[src/common/pe_pkg.sv]
// pe_pkg: shared widths, control encodings and payload types for the MAC cluster
package pe_pkg;

    // ==================================================
    // widths
    // ==================================================
    // one operand word per activation and per weight
    localparam int DWD     = 16;
    // per-word sum out of the arithmetic unit, signed
    localparam int ASUMDWD = 18;
    localparam int ACCWD   = 32;
    // 64 operand words
    localparam int AWD     = 6;
    localparam int NLANE   = 2;
    // word count 1..64
    localparam int LENWD   = 7;

    // ==================================================
    // control encodings
    // ==================================================
    typedef enum logic [2:0] {
        XNOR,
        M1,
        M2,
        M4,
        M8
    } au_mode_e;

    typedef enum logic {
        UNSIGNED,
        SIGNED
    } num_type_e;

    typedef struct packed {
        au_mode_e  mode;
        num_type_e i_num_t;
        num_type_e w_num_t;
    } au_ctl_t;

    // one RAM word, activation in the upper half
    typedef struct packed {
        logic [DWD-1:0] ipix;
        logic [DWD-1:0] wpix;
    } operand_word_t;

    // ==================================================
    // arithmetic payloads
    // ==================================================
    // products of (p+1)-bit extended elements
    typedef logic signed [4:0]  prod2_t;
    typedef logic signed [8:0]  prod4_t;
    typedef logic signed [16:0] prod8_t;

    // adder tree results, sized to the worst case per mode
    typedef logic        [4:0]  sum1_t;
    typedef logic signed [7:0]  sum2_t;
    typedef logic signed [10:0] sum4_t;

    typedef logic signed [ACCWD-1:0] acc_t;

    typedef struct packed {
        logic [AWD-1:0]   base;
        logic [LENWD-1:0] len;
        au_ctl_t          ctl;
    } job_t;

endpackage

[src/au/adder_tree.sv]
// adder_tree: combinational reduction of an element array into one wider sum
`timescale 1ns/1ps

module adder_tree #(
    parameter type elem_t = logic signed [7:0],
    parameter type sum_t  = logic signed [15:0],
    parameter int  NUM    = 8
) (
    input  elem_t i_in [NUM],
    output sum_t  o_out
);

    sum_t acc;

    // the cast extends by the element's own signedness
    // so 1-bit flags zero-extend and products sign-extend
    always_comb begin
        acc = '0;
        for (int i = 0; i < NUM; i++) begin
            acc = acc + sum_t'(i_in[i]);
        end
    end

    assign o_out = acc;

endmodule

[src/au/au_mux.sv]
// au_mux: mixed-precision dot product of one activation word with one weight word
`timescale 1ns/1ps

module au_mux (
    input  pe_pkg::au_ctl_t                   i_ctl,
    input  logic [pe_pkg::DWD-1:0]            i_ipix,
    input  logic [pe_pkg::DWD-1:0]            i_wpix,
    output logic signed [pe_pkg::ASUMDWD-1:0] o_sum
);
    import pe_pkg::*;

    // ==================================================
    // precision select
    // ==================================================
    // one-hot: [0] 1b, [1] 2b, [2] 4b, [3] 8b
    logic [3:0] prec_en;
    logic       a_sgn;
    logic       w_sgn;

    // gated copies of the words, one per precision path
    logic [DWD-1:0] act [4];
    logic [DWD-1:0] wgt [4];

    always_comb begin
        case (i_ctl.mode)
            XNOR,
            M1:      prec_en = 4'b0001;
            M2:      prec_en = 4'b0010;
            M4:      prec_en = 4'b0100;
            M8:      prec_en = 4'b1000;
            default: prec_en = 4'b0000;
        endcase
    end

    assign a_sgn = (i_ctl.i_num_t == SIGNED);
    assign w_sgn = (i_ctl.w_num_t == SIGNED);

    // idle paths see zero words and stay quiet
    always_comb begin
        for (int p = 0; p < 4; p++) begin
            act[p] = i_ipix & {DWD{prec_en[p]}};
            wgt[p] = i_wpix & {DWD{prec_en[p]}};
        end
    end

    // ==================================================
    // element products
    // ==================================================
    // extended elements carry one extra bit for the sign
    logic signed [2:0] ext2_a [DWD/2];
    logic signed [2:0] ext2_w [DWD/2];
    logic signed [4:0] ext4_a [DWD/4];
    logic signed [4:0] ext4_w [DWD/4];
    logic signed [8:0] ext8_a [DWD/8];
    logic signed [8:0] ext8_w [DWD/8];

    logic   m1 [DWD];
    prod2_t m2 [DWD/2];
    prod4_t m4 [DWD/4];
    prod8_t m8 [DWD/8];

    always_comb begin
        // binary mode compares bits, M1 ands them
        for (int i = 0; i < DWD; i++) begin
            if (i_ctl.mode == XNOR) begin
                m1[i] = act[0][i] ~^ wgt[0][i];
            end else begin
                m1[i] = act[0][i] & wgt[0][i];
            end
        end
        for (int i = 0; i < DWD/2; i++) begin
            ext2_a[i] = {a_sgn & act[1][2*i+1], act[1][2*i +: 2]};
            ext2_w[i] = {w_sgn & wgt[1][2*i+1], wgt[1][2*i +: 2]};
            m2[i]     = ext2_a[i] * ext2_w[i];
        end
        for (int i = 0; i < DWD/4; i++) begin
            ext4_a[i] = {a_sgn & act[2][4*i+3], act[2][4*i +: 4]};
            ext4_w[i] = {w_sgn & wgt[2][4*i+3], wgt[2][4*i +: 4]};
            m4[i]     = ext4_a[i] * ext4_w[i];
        end
        for (int i = 0; i < DWD/8; i++) begin
            ext8_a[i] = {a_sgn & act[3][8*i+7], act[3][8*i +: 8]};
            ext8_w[i] = {w_sgn & wgt[3][8*i+7], wgt[3][8*i +: 8]};
            m8[i]     = ext8_a[i] * ext8_w[i];
        end
    end

    // ==================================================
    // reduction
    // ==================================================
    sum1_t                     sum1;
    sum2_t                     sum2;
    sum4_t                     sum4;
    logic signed [ASUMDWD-1:0] sum8;

    adder_tree #(.elem_t(logic), .sum_t(sum1_t), .NUM(DWD)) u_tree1 (
        .i_in  (m1),
        .o_out (sum1)
    );

    adder_tree #(.elem_t(prod2_t), .sum_t(sum2_t), .NUM(DWD/2)) u_tree2 (
        .i_in  (m2),
        .o_out (sum2)
    );

    adder_tree #(.elem_t(prod4_t), .sum_t(sum4_t), .NUM(DWD/4)) u_tree4 (
        .i_in  (m4),
        .o_out (sum4)
    );

    adder_tree #(
        .elem_t (prod8_t),
        .sum_t  (logic signed [ASUMDWD-1:0]),
        .NUM    (DWD/8)
    ) u_tree8 (
        .i_in  (m8),
        .o_out (sum8)
    );

    // popcount, zero-extended to the output width
    logic signed [ASUMDWD-1:0] pop_s;

    assign pop_s = ASUMDWD'(sum1);

    always_comb begin
        case (i_ctl.mode)
            // matches count +1, mismatches -1
            XNOR:    o_sum = (pop_s <<< 1) - ASUMDWD'(DWD);
            M1:      o_sum = (i_ctl.i_num_t == i_ctl.w_num_t) ? pop_s : -pop_s;
            M2:      o_sum = sum2;
            M4:      o_sum = sum4;
            M8:      o_sum = sum8;
            default: o_sum = '0;
        endcase
    end

endmodule

[src/design/pe_lane.sv]
// pe_lane: job sequencer that fetches operand words, runs the dot product, accumulates
`timescale 1ns/1ps

module pe_lane (
    input  logic                   i_clk,
    input  logic                   i_arst_n,
    input  logic                   i_start,
    input  pe_pkg::job_t           i_job,
    output logic                   o_req,
    output logic [pe_pkg::AWD-1:0] o_addr,
    input  logic                   i_gnt,
    input  pe_pkg::operand_word_t  i_rd_data,
    output logic                   o_busy,
    output logic                   o_done,
    output pe_pkg::acc_t           o_acc
);
    import pe_pkg::*;

    // ==================================================
    // job state
    // ==================================================
    au_ctl_t          ctl_q;
    logic             busy_q;
    logic [AWD-1:0]   addr_q;
    // words still to request
    logic [LENWD-1:0] left_q;
    // granted but not yet returned
    logic [1:0]       inflight_q;
    logic             gnt_d_q;
    logic             fin_q;
    logic             done_q;
    acc_t             acc_q;

    logic                      start_ok;
    logic                      last_word;
    logic signed [ASUMDWD-1:0] au_sum;

    // a start on a busy lane is dropped
    assign start_ok  = i_start && !busy_q;
    assign last_word = gnt_d_q && (left_q == '0) && (inflight_q == 2'd1);

    au_mux u_au (
        .i_ctl  (ctl_q),
        .i_ipix (i_rd_data.ipix),
        .i_wpix (i_rd_data.wpix),
        .o_sum  (au_sum)
    );

    always_ff @(posedge i_clk) begin
        if (start_ok) begin
            ctl_q <= i_job.ctl;
        end
    end

    always_ff @(posedge i_clk or negedge i_arst_n) begin
        if (!i_arst_n) begin
            busy_q     <= 1'b0;
            addr_q     <= '0;
            left_q     <= '0;
            inflight_q <= '0;
            gnt_d_q    <= 1'b0;
            fin_q      <= 1'b0;
            done_q     <= 1'b0;
            acc_q      <= '0;
        end else begin
            gnt_d_q <= i_gnt;
            // last word summed, done follows one cycle later
            fin_q   <= last_word;
            done_q  <= fin_q;
            if (start_ok) begin
                busy_q     <= 1'b1;
                addr_q     <= i_job.base;
                left_q     <= i_job.len;
                inflight_q <= '0;
                acc_q      <= '0;
            end else begin
                // address wraps past 63 by its width
                if (i_gnt) begin
                    addr_q <= addr_q + 1'b1;
                    left_q <= left_q - 1'b1;
                end
                case ({i_gnt, gnt_d_q})
                    2'b10:   inflight_q <= inflight_q + 2'd1;
                    2'b01:   inflight_q <= inflight_q - 2'd1;
                    default: inflight_q <= inflight_q;
                endcase
                // read data is on the bus in the cycle after our grant
                if (gnt_d_q) begin
                    acc_q <= acc_q + au_sum;
                end
                if (fin_q) begin
                    busy_q <= 1'b0;
                end
            end
        end
    end

    assign o_req  = busy_q && (left_q != '0);
    assign o_addr = addr_q;
    assign o_busy = busy_q;
    assign o_done = done_q;
    assign o_acc  = acc_q;

endmodule

[config.mk]
export PLATFORM = sky130hd
export DESIGN_NAME = pe_lane
export DESIGN_NICKNAME = d
export VERILOG_FILES = /design/src/common/pe_pkg.sv /design/src/au/adder_tree.sv /design/src/au/au_mux.sv /design/src/design/pe_lane.sv
export SDC_FILE = /design/constraint.sdc
export NUM_CORES = 1
export LEC_CHECK = 0
export CORE_MARGIN = 2
export CORE_UTILIZATION = 50
export CTS_CLUSTER_SIZE = 28
export DETAILED_ROUTE_END_ITERATION = 16
export DONT_BUFFER_PORTS = 1
export GPL_TIMING_DRIVEN = 0
export PLACE_DENSITY = 0.68
export SLEW_MARGIN = 15
export SYNTH_ARGS = -nofsm -noshare
export SYNTH_HDL_FRONTEND = slang
export SYNTH_SLANG_ARGS = --single-unit
export TNS_END_PERCENT = 10
[constraint.sdc]
create_clock -name i_clk -period 9.8 [get_ports i_clk]
set_input_delay 1.96 -clock i_clk [delete_from_list [all_inputs] [get_ports i_clk]]
set_output_delay 1.96 -clock i_clk [all_outputs]
set_load 0.01 [all_outputs]
# [Word level (Yosys, flattened, before mapping)]
# Cells that the tools add are included.
# W data, S select, Z words.
[op_classes] reduce_logical=13 n_mux=29 n_mul=14 n_eq_ne=8 n_bitwise=68 n_addsub=33
[op_table] op="$and A16 B16 Y16" n=8
[op_table] op="$pmux W18 S5" n=1
[op_table] op="$mux W32" n=2
[op_table] op="$add A5 B1 Y5" n=11
[op_table] op="$and A1 B1 Y1" n=44
[op_table] op="$mul A3 B3 Y5" n=8
[op_table] op="$mul A5 B5 Y9" n=4
[op_table] op="$mul A9 B9 Y17" n=2
[op_table] op="$add A32 B18 Y32" n=1
[op_table] op="$add A8 B5 Y8" n=4
[op_table] op="$add A17 B17 Y18" n=1
[op_table] op="$mux W1" n=18
[op_table] op="$mux W18" n=1
[op_table] op="$neg A5 Y18" n=1
[op_table] op="$pmux W4 S4" n=1
[op_table] op="$xnor A1 B1 Y1" n=16
[op_table] op="$mux W7" n=2
[op_table] op="$mux W6" n=2
[op_table] op="$add A10 B9 Y11" n=1
[op_table] op="$add A11 B9 Y11" n=1
[op_table] op="$add A9 B9 Y10" n=1
[op_table] op="$add A7 B5 Y8" n=1
[op_table] op="$add A6 B5 Y7" n=1
[op_table] op="$logic_not A7 Y1" n=1
[op_table] op="other kinds (25)" n=32
[word_totals] elab_cells=176 input_bits=54 register_bits=56

# [Longest topological paths before layout]
[depth] word_depth=27 ltp_mapped=41 depth_no_buf=38

# [Cells and area by module]
# From an unflattened synthesis, not the netlist that was laid out.
[unflattened] hier_cells=2382 area_unflattened_um2=19951.6
[modules_own_cells] mod="au_mux" cells_per_inst=1526 seq_area_each_um2=0.0 instances=1 area_per_inst_um2=12388.1
[modules_own_cells] mod="pe_lane" cells_per_inst=459 seq_area_each_um2=1426.4 instances=1 area_per_inst_um2=4147.7
[modules_own_cells] mod="adder_tree (u_au.u_tree2)" cells_per_inst=115 seq_area_each_um2=0.0 instances=1 area_per_inst_um2=1103.6
[modules_own_cells] mod="adder_tree (u_au.u_tree8)" cells_per_inst=125 seq_area_each_um2=0.0 instances=1 area_per_inst_um2=968.4
[modules_own_cells] mod="adder_tree (u_au.u_tree4)" cells_per_inst=110 seq_area_each_um2=0.0 instances=1 area_per_inst_um2=935.9
[modules_own_cells] mod="adder_tree (u_au.u_tree1)" cells_per_inst=47 seq_area_each_um2=0.0 instances=1 area_per_inst_um2=407.9

# [Least setup slack after synthesis]
# No wires, ideal clock.
[synth_timing] path_type="input port to flip-flop" from="in i_rd_data[15] (netlist bit)" to="reg acc_q[27], in the netlist o_acc[27]" t_required_ns=9.736 arrival_ns=10.279 path_stages=33 path_slack_ns=-0.544 cell_sequence="clkbuf_1 and2_0 nand2_1 or2_2 fa_1 fa_1 inv_1 fa_1 fa_1 inv_1 fa_1 inv_1 ha_1 o21ai_0 a21boi_0 o21ai_0 a21boi_0 o21a_1 o21a_1 o311ai_0 ha_1 nor2b_1 a2111oi_0 o211ai_1 nand3_1 ha_1 and4_1 a221oi_1 o311ai_2 a31oi_1 o21ai_1 nor4b_1 a211o_1"
[synth_between] elab_chain_len=10
[synth_rtl] element="from (decl)" line="pe_lane.sv:12" text="input pe_pkg::operand_word_t i_rd_data,"
[synth_rtl] element="parallel branches: the longest is 6 deep, another holds $add A17 B17 Y18"
[synth_rtl] element="$pmux W18 S5 *" line="au_mux.sv:126" text="case (i_ctl.mode)"
[synth_rtl] element="$add A32 B18 Y32 *" line="pe_lane.sv:89" text="acc_q <= acc_q + au_sum;"
[synth_rtl] element="$mux W32 *" line="pe_lane.sv:88" text="if (gnt_d_q) begin"
[synth_rtl] element="$mux W32 *" line="pe_lane.sv:70" text="if (start_ok) begin"
[synth_rtl] element="to (signal assigned)" line="pe_lane.sv:89"
[synth_rtl] element="to (decl)" line="pe_lane.sv:32" text="acc_t acc_q;"
# Every way passes the cells marked *. The select of a mux whose other input is x is not followed.
# A chain may end at the register's enable or synchronous reset.

# [Worst setup path in the final report]
[layout_timing] from="in i_rd_data[5] (netlist bit)" to="reg acc_q[31], in the netlist o_acc[31]"
[layout_between] elab_chain_len=20
[layout_rtl] element="$and A16 B16 Y16" line="au_mux.sv:42" text="wgt[p] = i_wpix & {DWD{prec_en[p]}};"
[layout_rtl] element="$and A1 B1 Y1 / $xnor A1 B1 Y1 (equally long branches)" line="au_mux.sv:68, au_mux.sv:66"
[layout_rtl] element="$mux W1" line="au_mux.sv:65" text="if (i_ctl.mode == XNOR) begin"
[layout_rtl] element="$add A5 B1 Y5 (11 in a row)" line="adder_tree.sv:20" text="acc = acc + sum_t'(i_in[i]);"
[layout_rtl] element="$neg A5 Y18" line="au_mux.sv:129" text="M1: o_sum = (i_ctl.i_num_t == i_ctl.w_num_t) ? pop_s : -pop_s;"
[layout_rtl] element="$mux W18" line="au_mux.sv:129"
[layout_rtl] element="$pmux W18 S5 *" line="au_mux.sv:126"
[layout_rtl] element="$add A32 B18 Y32 *" line="pe_lane.sv:89"
[layout_rtl] element="$mux W32 *" line="pe_lane.sv:88"
[layout_rtl] element="$mux W32 *" line="pe_lane.sv:70"
# Mark *: on every way between the ends. The rest lies on a longest branch, timed or not. The select of a mux whose other input is x is not followed.

==> impl_metrics.ini <==
[placed_design]
pre_cts_slack_ns = -1.78
place_inst = 2753
port_buffers = 0
placed_cell_area_um2 = 19700
hpwl_mm = 44.6
gp_congestion = 0.955

[routing]
final_antenna_net_count = 0
via_per_inst = 5.60
vias = 15800
wl_mm = 55.4
drc = 0
wire_per_inst_um = 19.6
drt_iter0_markers = 1086
drtPass1Iterations = 5

[critical_path]
cp-end-kind = flop
critPathMaxFanout = 10
cp_slowest_cell = fa_2
critical_path_arrival_ns = 9.78
critPathMaxStageDelay_ns = 0.56
required_ns = 9.99
startpoint_type = input pin
crit_type = in2reg

[global_routing]
grt_usage_pct = 28.6
grt_util_met2_pct = 49.5
grt_pass1_wl_mm = 87.2
grt_util_met3_pct = 5.76
antenna_found_initial = 0
first_global_vias = 16300
grt_busiest_layer = met2
overflow = 0
gr-usage-met1_pct = 35.6
grt_max_degree = 52

[synth]
synth_nets = 2819
yosys.area.top_type = fa_1
synthesis.area_um2 = 19000
synth.top_cell.area_share_pct = 29.8
yosysSeqAreaShare_pct = 7.52
ys_warn_count = 0
synth-seq-cells = 56
ys.flop_type = dfrtp_1
ys_types = 70
synth_area_per_cell_um2 = 8.46
synth_area_leaders = fa_1 30%, ha_1 16%, inv_1 8.0%
synth_cells = 2242
synth_edf_count = 5
async_flop_share_pct = 91.1

[floorplan]
rows = 71
dieArea_um2 = 39500
top_level_ports = 95
die_w_um = 199
core_um2 = 37500
start_util_pct = 50.6
die_h_um = 199

[hold_path]
worstHoldPathType = reg2reg

[sta]
fin_skew_ns = 0.00881
tightest_slew_ns = 1.01
period_minus_slack_ns = 9.59
slew_viol_final = 0
grt_setup_unrepaired = yes
max_freq_mhz = 104
setup_ws_ns = 0.207
hold_violations = 0
max-slew-margin-rel_pct = 32.7
setup_violations = 0
fin_crit_sh_pct = 97.9

[clock_network]
cts-buffers-inserted = 5
cts_buffer_depth = 2
cts_hold_buffers = 0
path_clk_slew_ns = 0.07
clkSinkCount = 56
tritoncts = built
clk_latency_ns = 0.30
cts-htree-levels = 2
cts_root_buf = clkbuf_16

[power]
p_leak_nw = 11.1
total_power_mw = 2.33
p_per_area_nw_per_um2 = 108
peakVddDrop_uv = 208

[cells_and_area]
nets = 2884
final_area_um2 = 21700
area_growth_pct = 14.3
n_fill_cell = 3362
stdcell_count = 2820
drive_gt1_share_pct = 14.6

[run_status]
outcome = completed

[flow_run]
maxCapViolCount = 0
what timing repair did:
action                     in CTS  in global routing
pin swaps                      55                124
setup endpoints to repair      22                 21
resized for setup             163                231
setup buffers                  33                 32
report_power, final:
| group | total (mW) | switching (mW) | internal, mW |
|---|---|---|---|
| Clock | 0.182 | 0.0867 | 0.0956 |
| Combinational | 1.64 | 0.906 | 0.739 |
| Sequential | 0.506 | 0.169 | 0.337 |
| Total | 2.33 | 1.16 | 1.17 |
Yosys cell counts, drive strengths merged (11+ instances only):
| library cell | instances |
|---|---|
| and2 | 57 |
| xnor2 | 120 |
| o21ai | 86 |
| ha | 241 |
| a211oi | 12 |
| nand2 | 168 |
| nand3 | 92 |
| o211ai | 11 |
| dfrtp | 51 |
| a21o | 35 |
| or2 | 33 |
| nand2b | 11 |
| clkbuf | 93 |
| mux2i | 20 |
| xor2 | 47 |
| nor2b | 11 |
| a21oi | 74 |
| o21bai | 14 |
| inv | 403 |
| nor2 | 120 |
| a31oi | 11 |
| fa | 282 |
| and3 | 124 |
| nor3 | 23 |
layer usage:
layer,part of all wire [%],vias up
li1,-,7377
met1,40,7765
met2,49,546
met3,7.5,98
met4,3.7,0
met5,0,-
through the flow:
step                TNS (ns)  utilization [%]  hold slack [ns]
detailed placement    -27.64             52.5            0.391
finish                     0             57.8            0.411
CTS                        0             55.2            0.407
global route          -0.317             57.8            0.424
global placement      -27.06             52.5            0.406
floorplan                  0                -            0.349
layout make-up:
| class | instances | area, µm² | area share (%) |
|---|---|---|---|
| clock inverter | 2 | 16.3 | 0.0750 |
| buffer | 96 | 676 | 3.12 |
| tap | 511 | 639 | 2.95 |
| multi-input combinational | 1680 | 16800 | 77.3 |
| inverter | 403 | 1510 | 6.98 |
| clock buffer | 6 | 129 | 0.594 |
| timing repair buffer | 65 | 518 | 2.39 |
| antenna | 1 | 2.50 | 0.0115 |
| sequential | 56 | 1430 | 6.58 |
worst paths after layout:
kind	slack, ns	endpoint	startpoint	cells past startpoint
setup reg to reg	0.31	o_acc[31]	ctl_q[4]	38
hold / removal	0.41	o_done	fin_q	0
hold reg to reg	0.41	o_done	fin_q	0
max in group asynchronous	8.35	o_addr[1]	i_arst_n	0
min in group asynchronous	1.35	o_acc[13]	i_arst_n	0
setup / recovery	0.21	o_acc[31]	i_rd_data[5]	34
registers in the layout, summed over array words and instances, names as in the netlist:
signal	count
left_q	7
o_busy	1
o_addr	6
o_acc	32
o_done	1
inflight_q	2
gnt_d_q	1
fin_q	1
ctl_q	5
placed cells by master (no fill, tap or decap), drive strengths merged, types with 9 or more instances in the layout:
cell    instances
xnor2         120
a211oi         12
mux2i          20
and2           57
nand2         168
buf           102
nor2          120
inv           403
nor3           23
or2            33
a31oi          11
o21ai          86
a21o           35
or3             9
o21a            9
xor2           47
clkbuf         65
o211ai         11
nor2b          11
and3          124
nand3          92
ha            241
nand2b         11
dfrtp          51
fa            282
a21oi          74
o21bai         14
kinds of logic (layout without fill, tap and decap cells):
kind of cell    count (synthesis)  in the layout  synth area share, %
simple gates                  669            669                 17.7
fa+ha+maj                     523            523                 45.7
buf+inv                       506            572                 10.1
flops                          56             56                 7.52
compound gates                299            299                 10.1
xor+xnor                      167            167                 7.75
mux                            22             22                 1.17
other cells                     0              1                    0
worst max-delay path: cells and delay by family:
family          cells  cell delay (ns)
mux                 2             0.43
buf+inv             4             0.40
simple gates        7             0.96
compound gates      8             1.74
xor+xnor            4             0.73
fa+ha+maj           9             3.54
(Power assumes the default switching activity.)
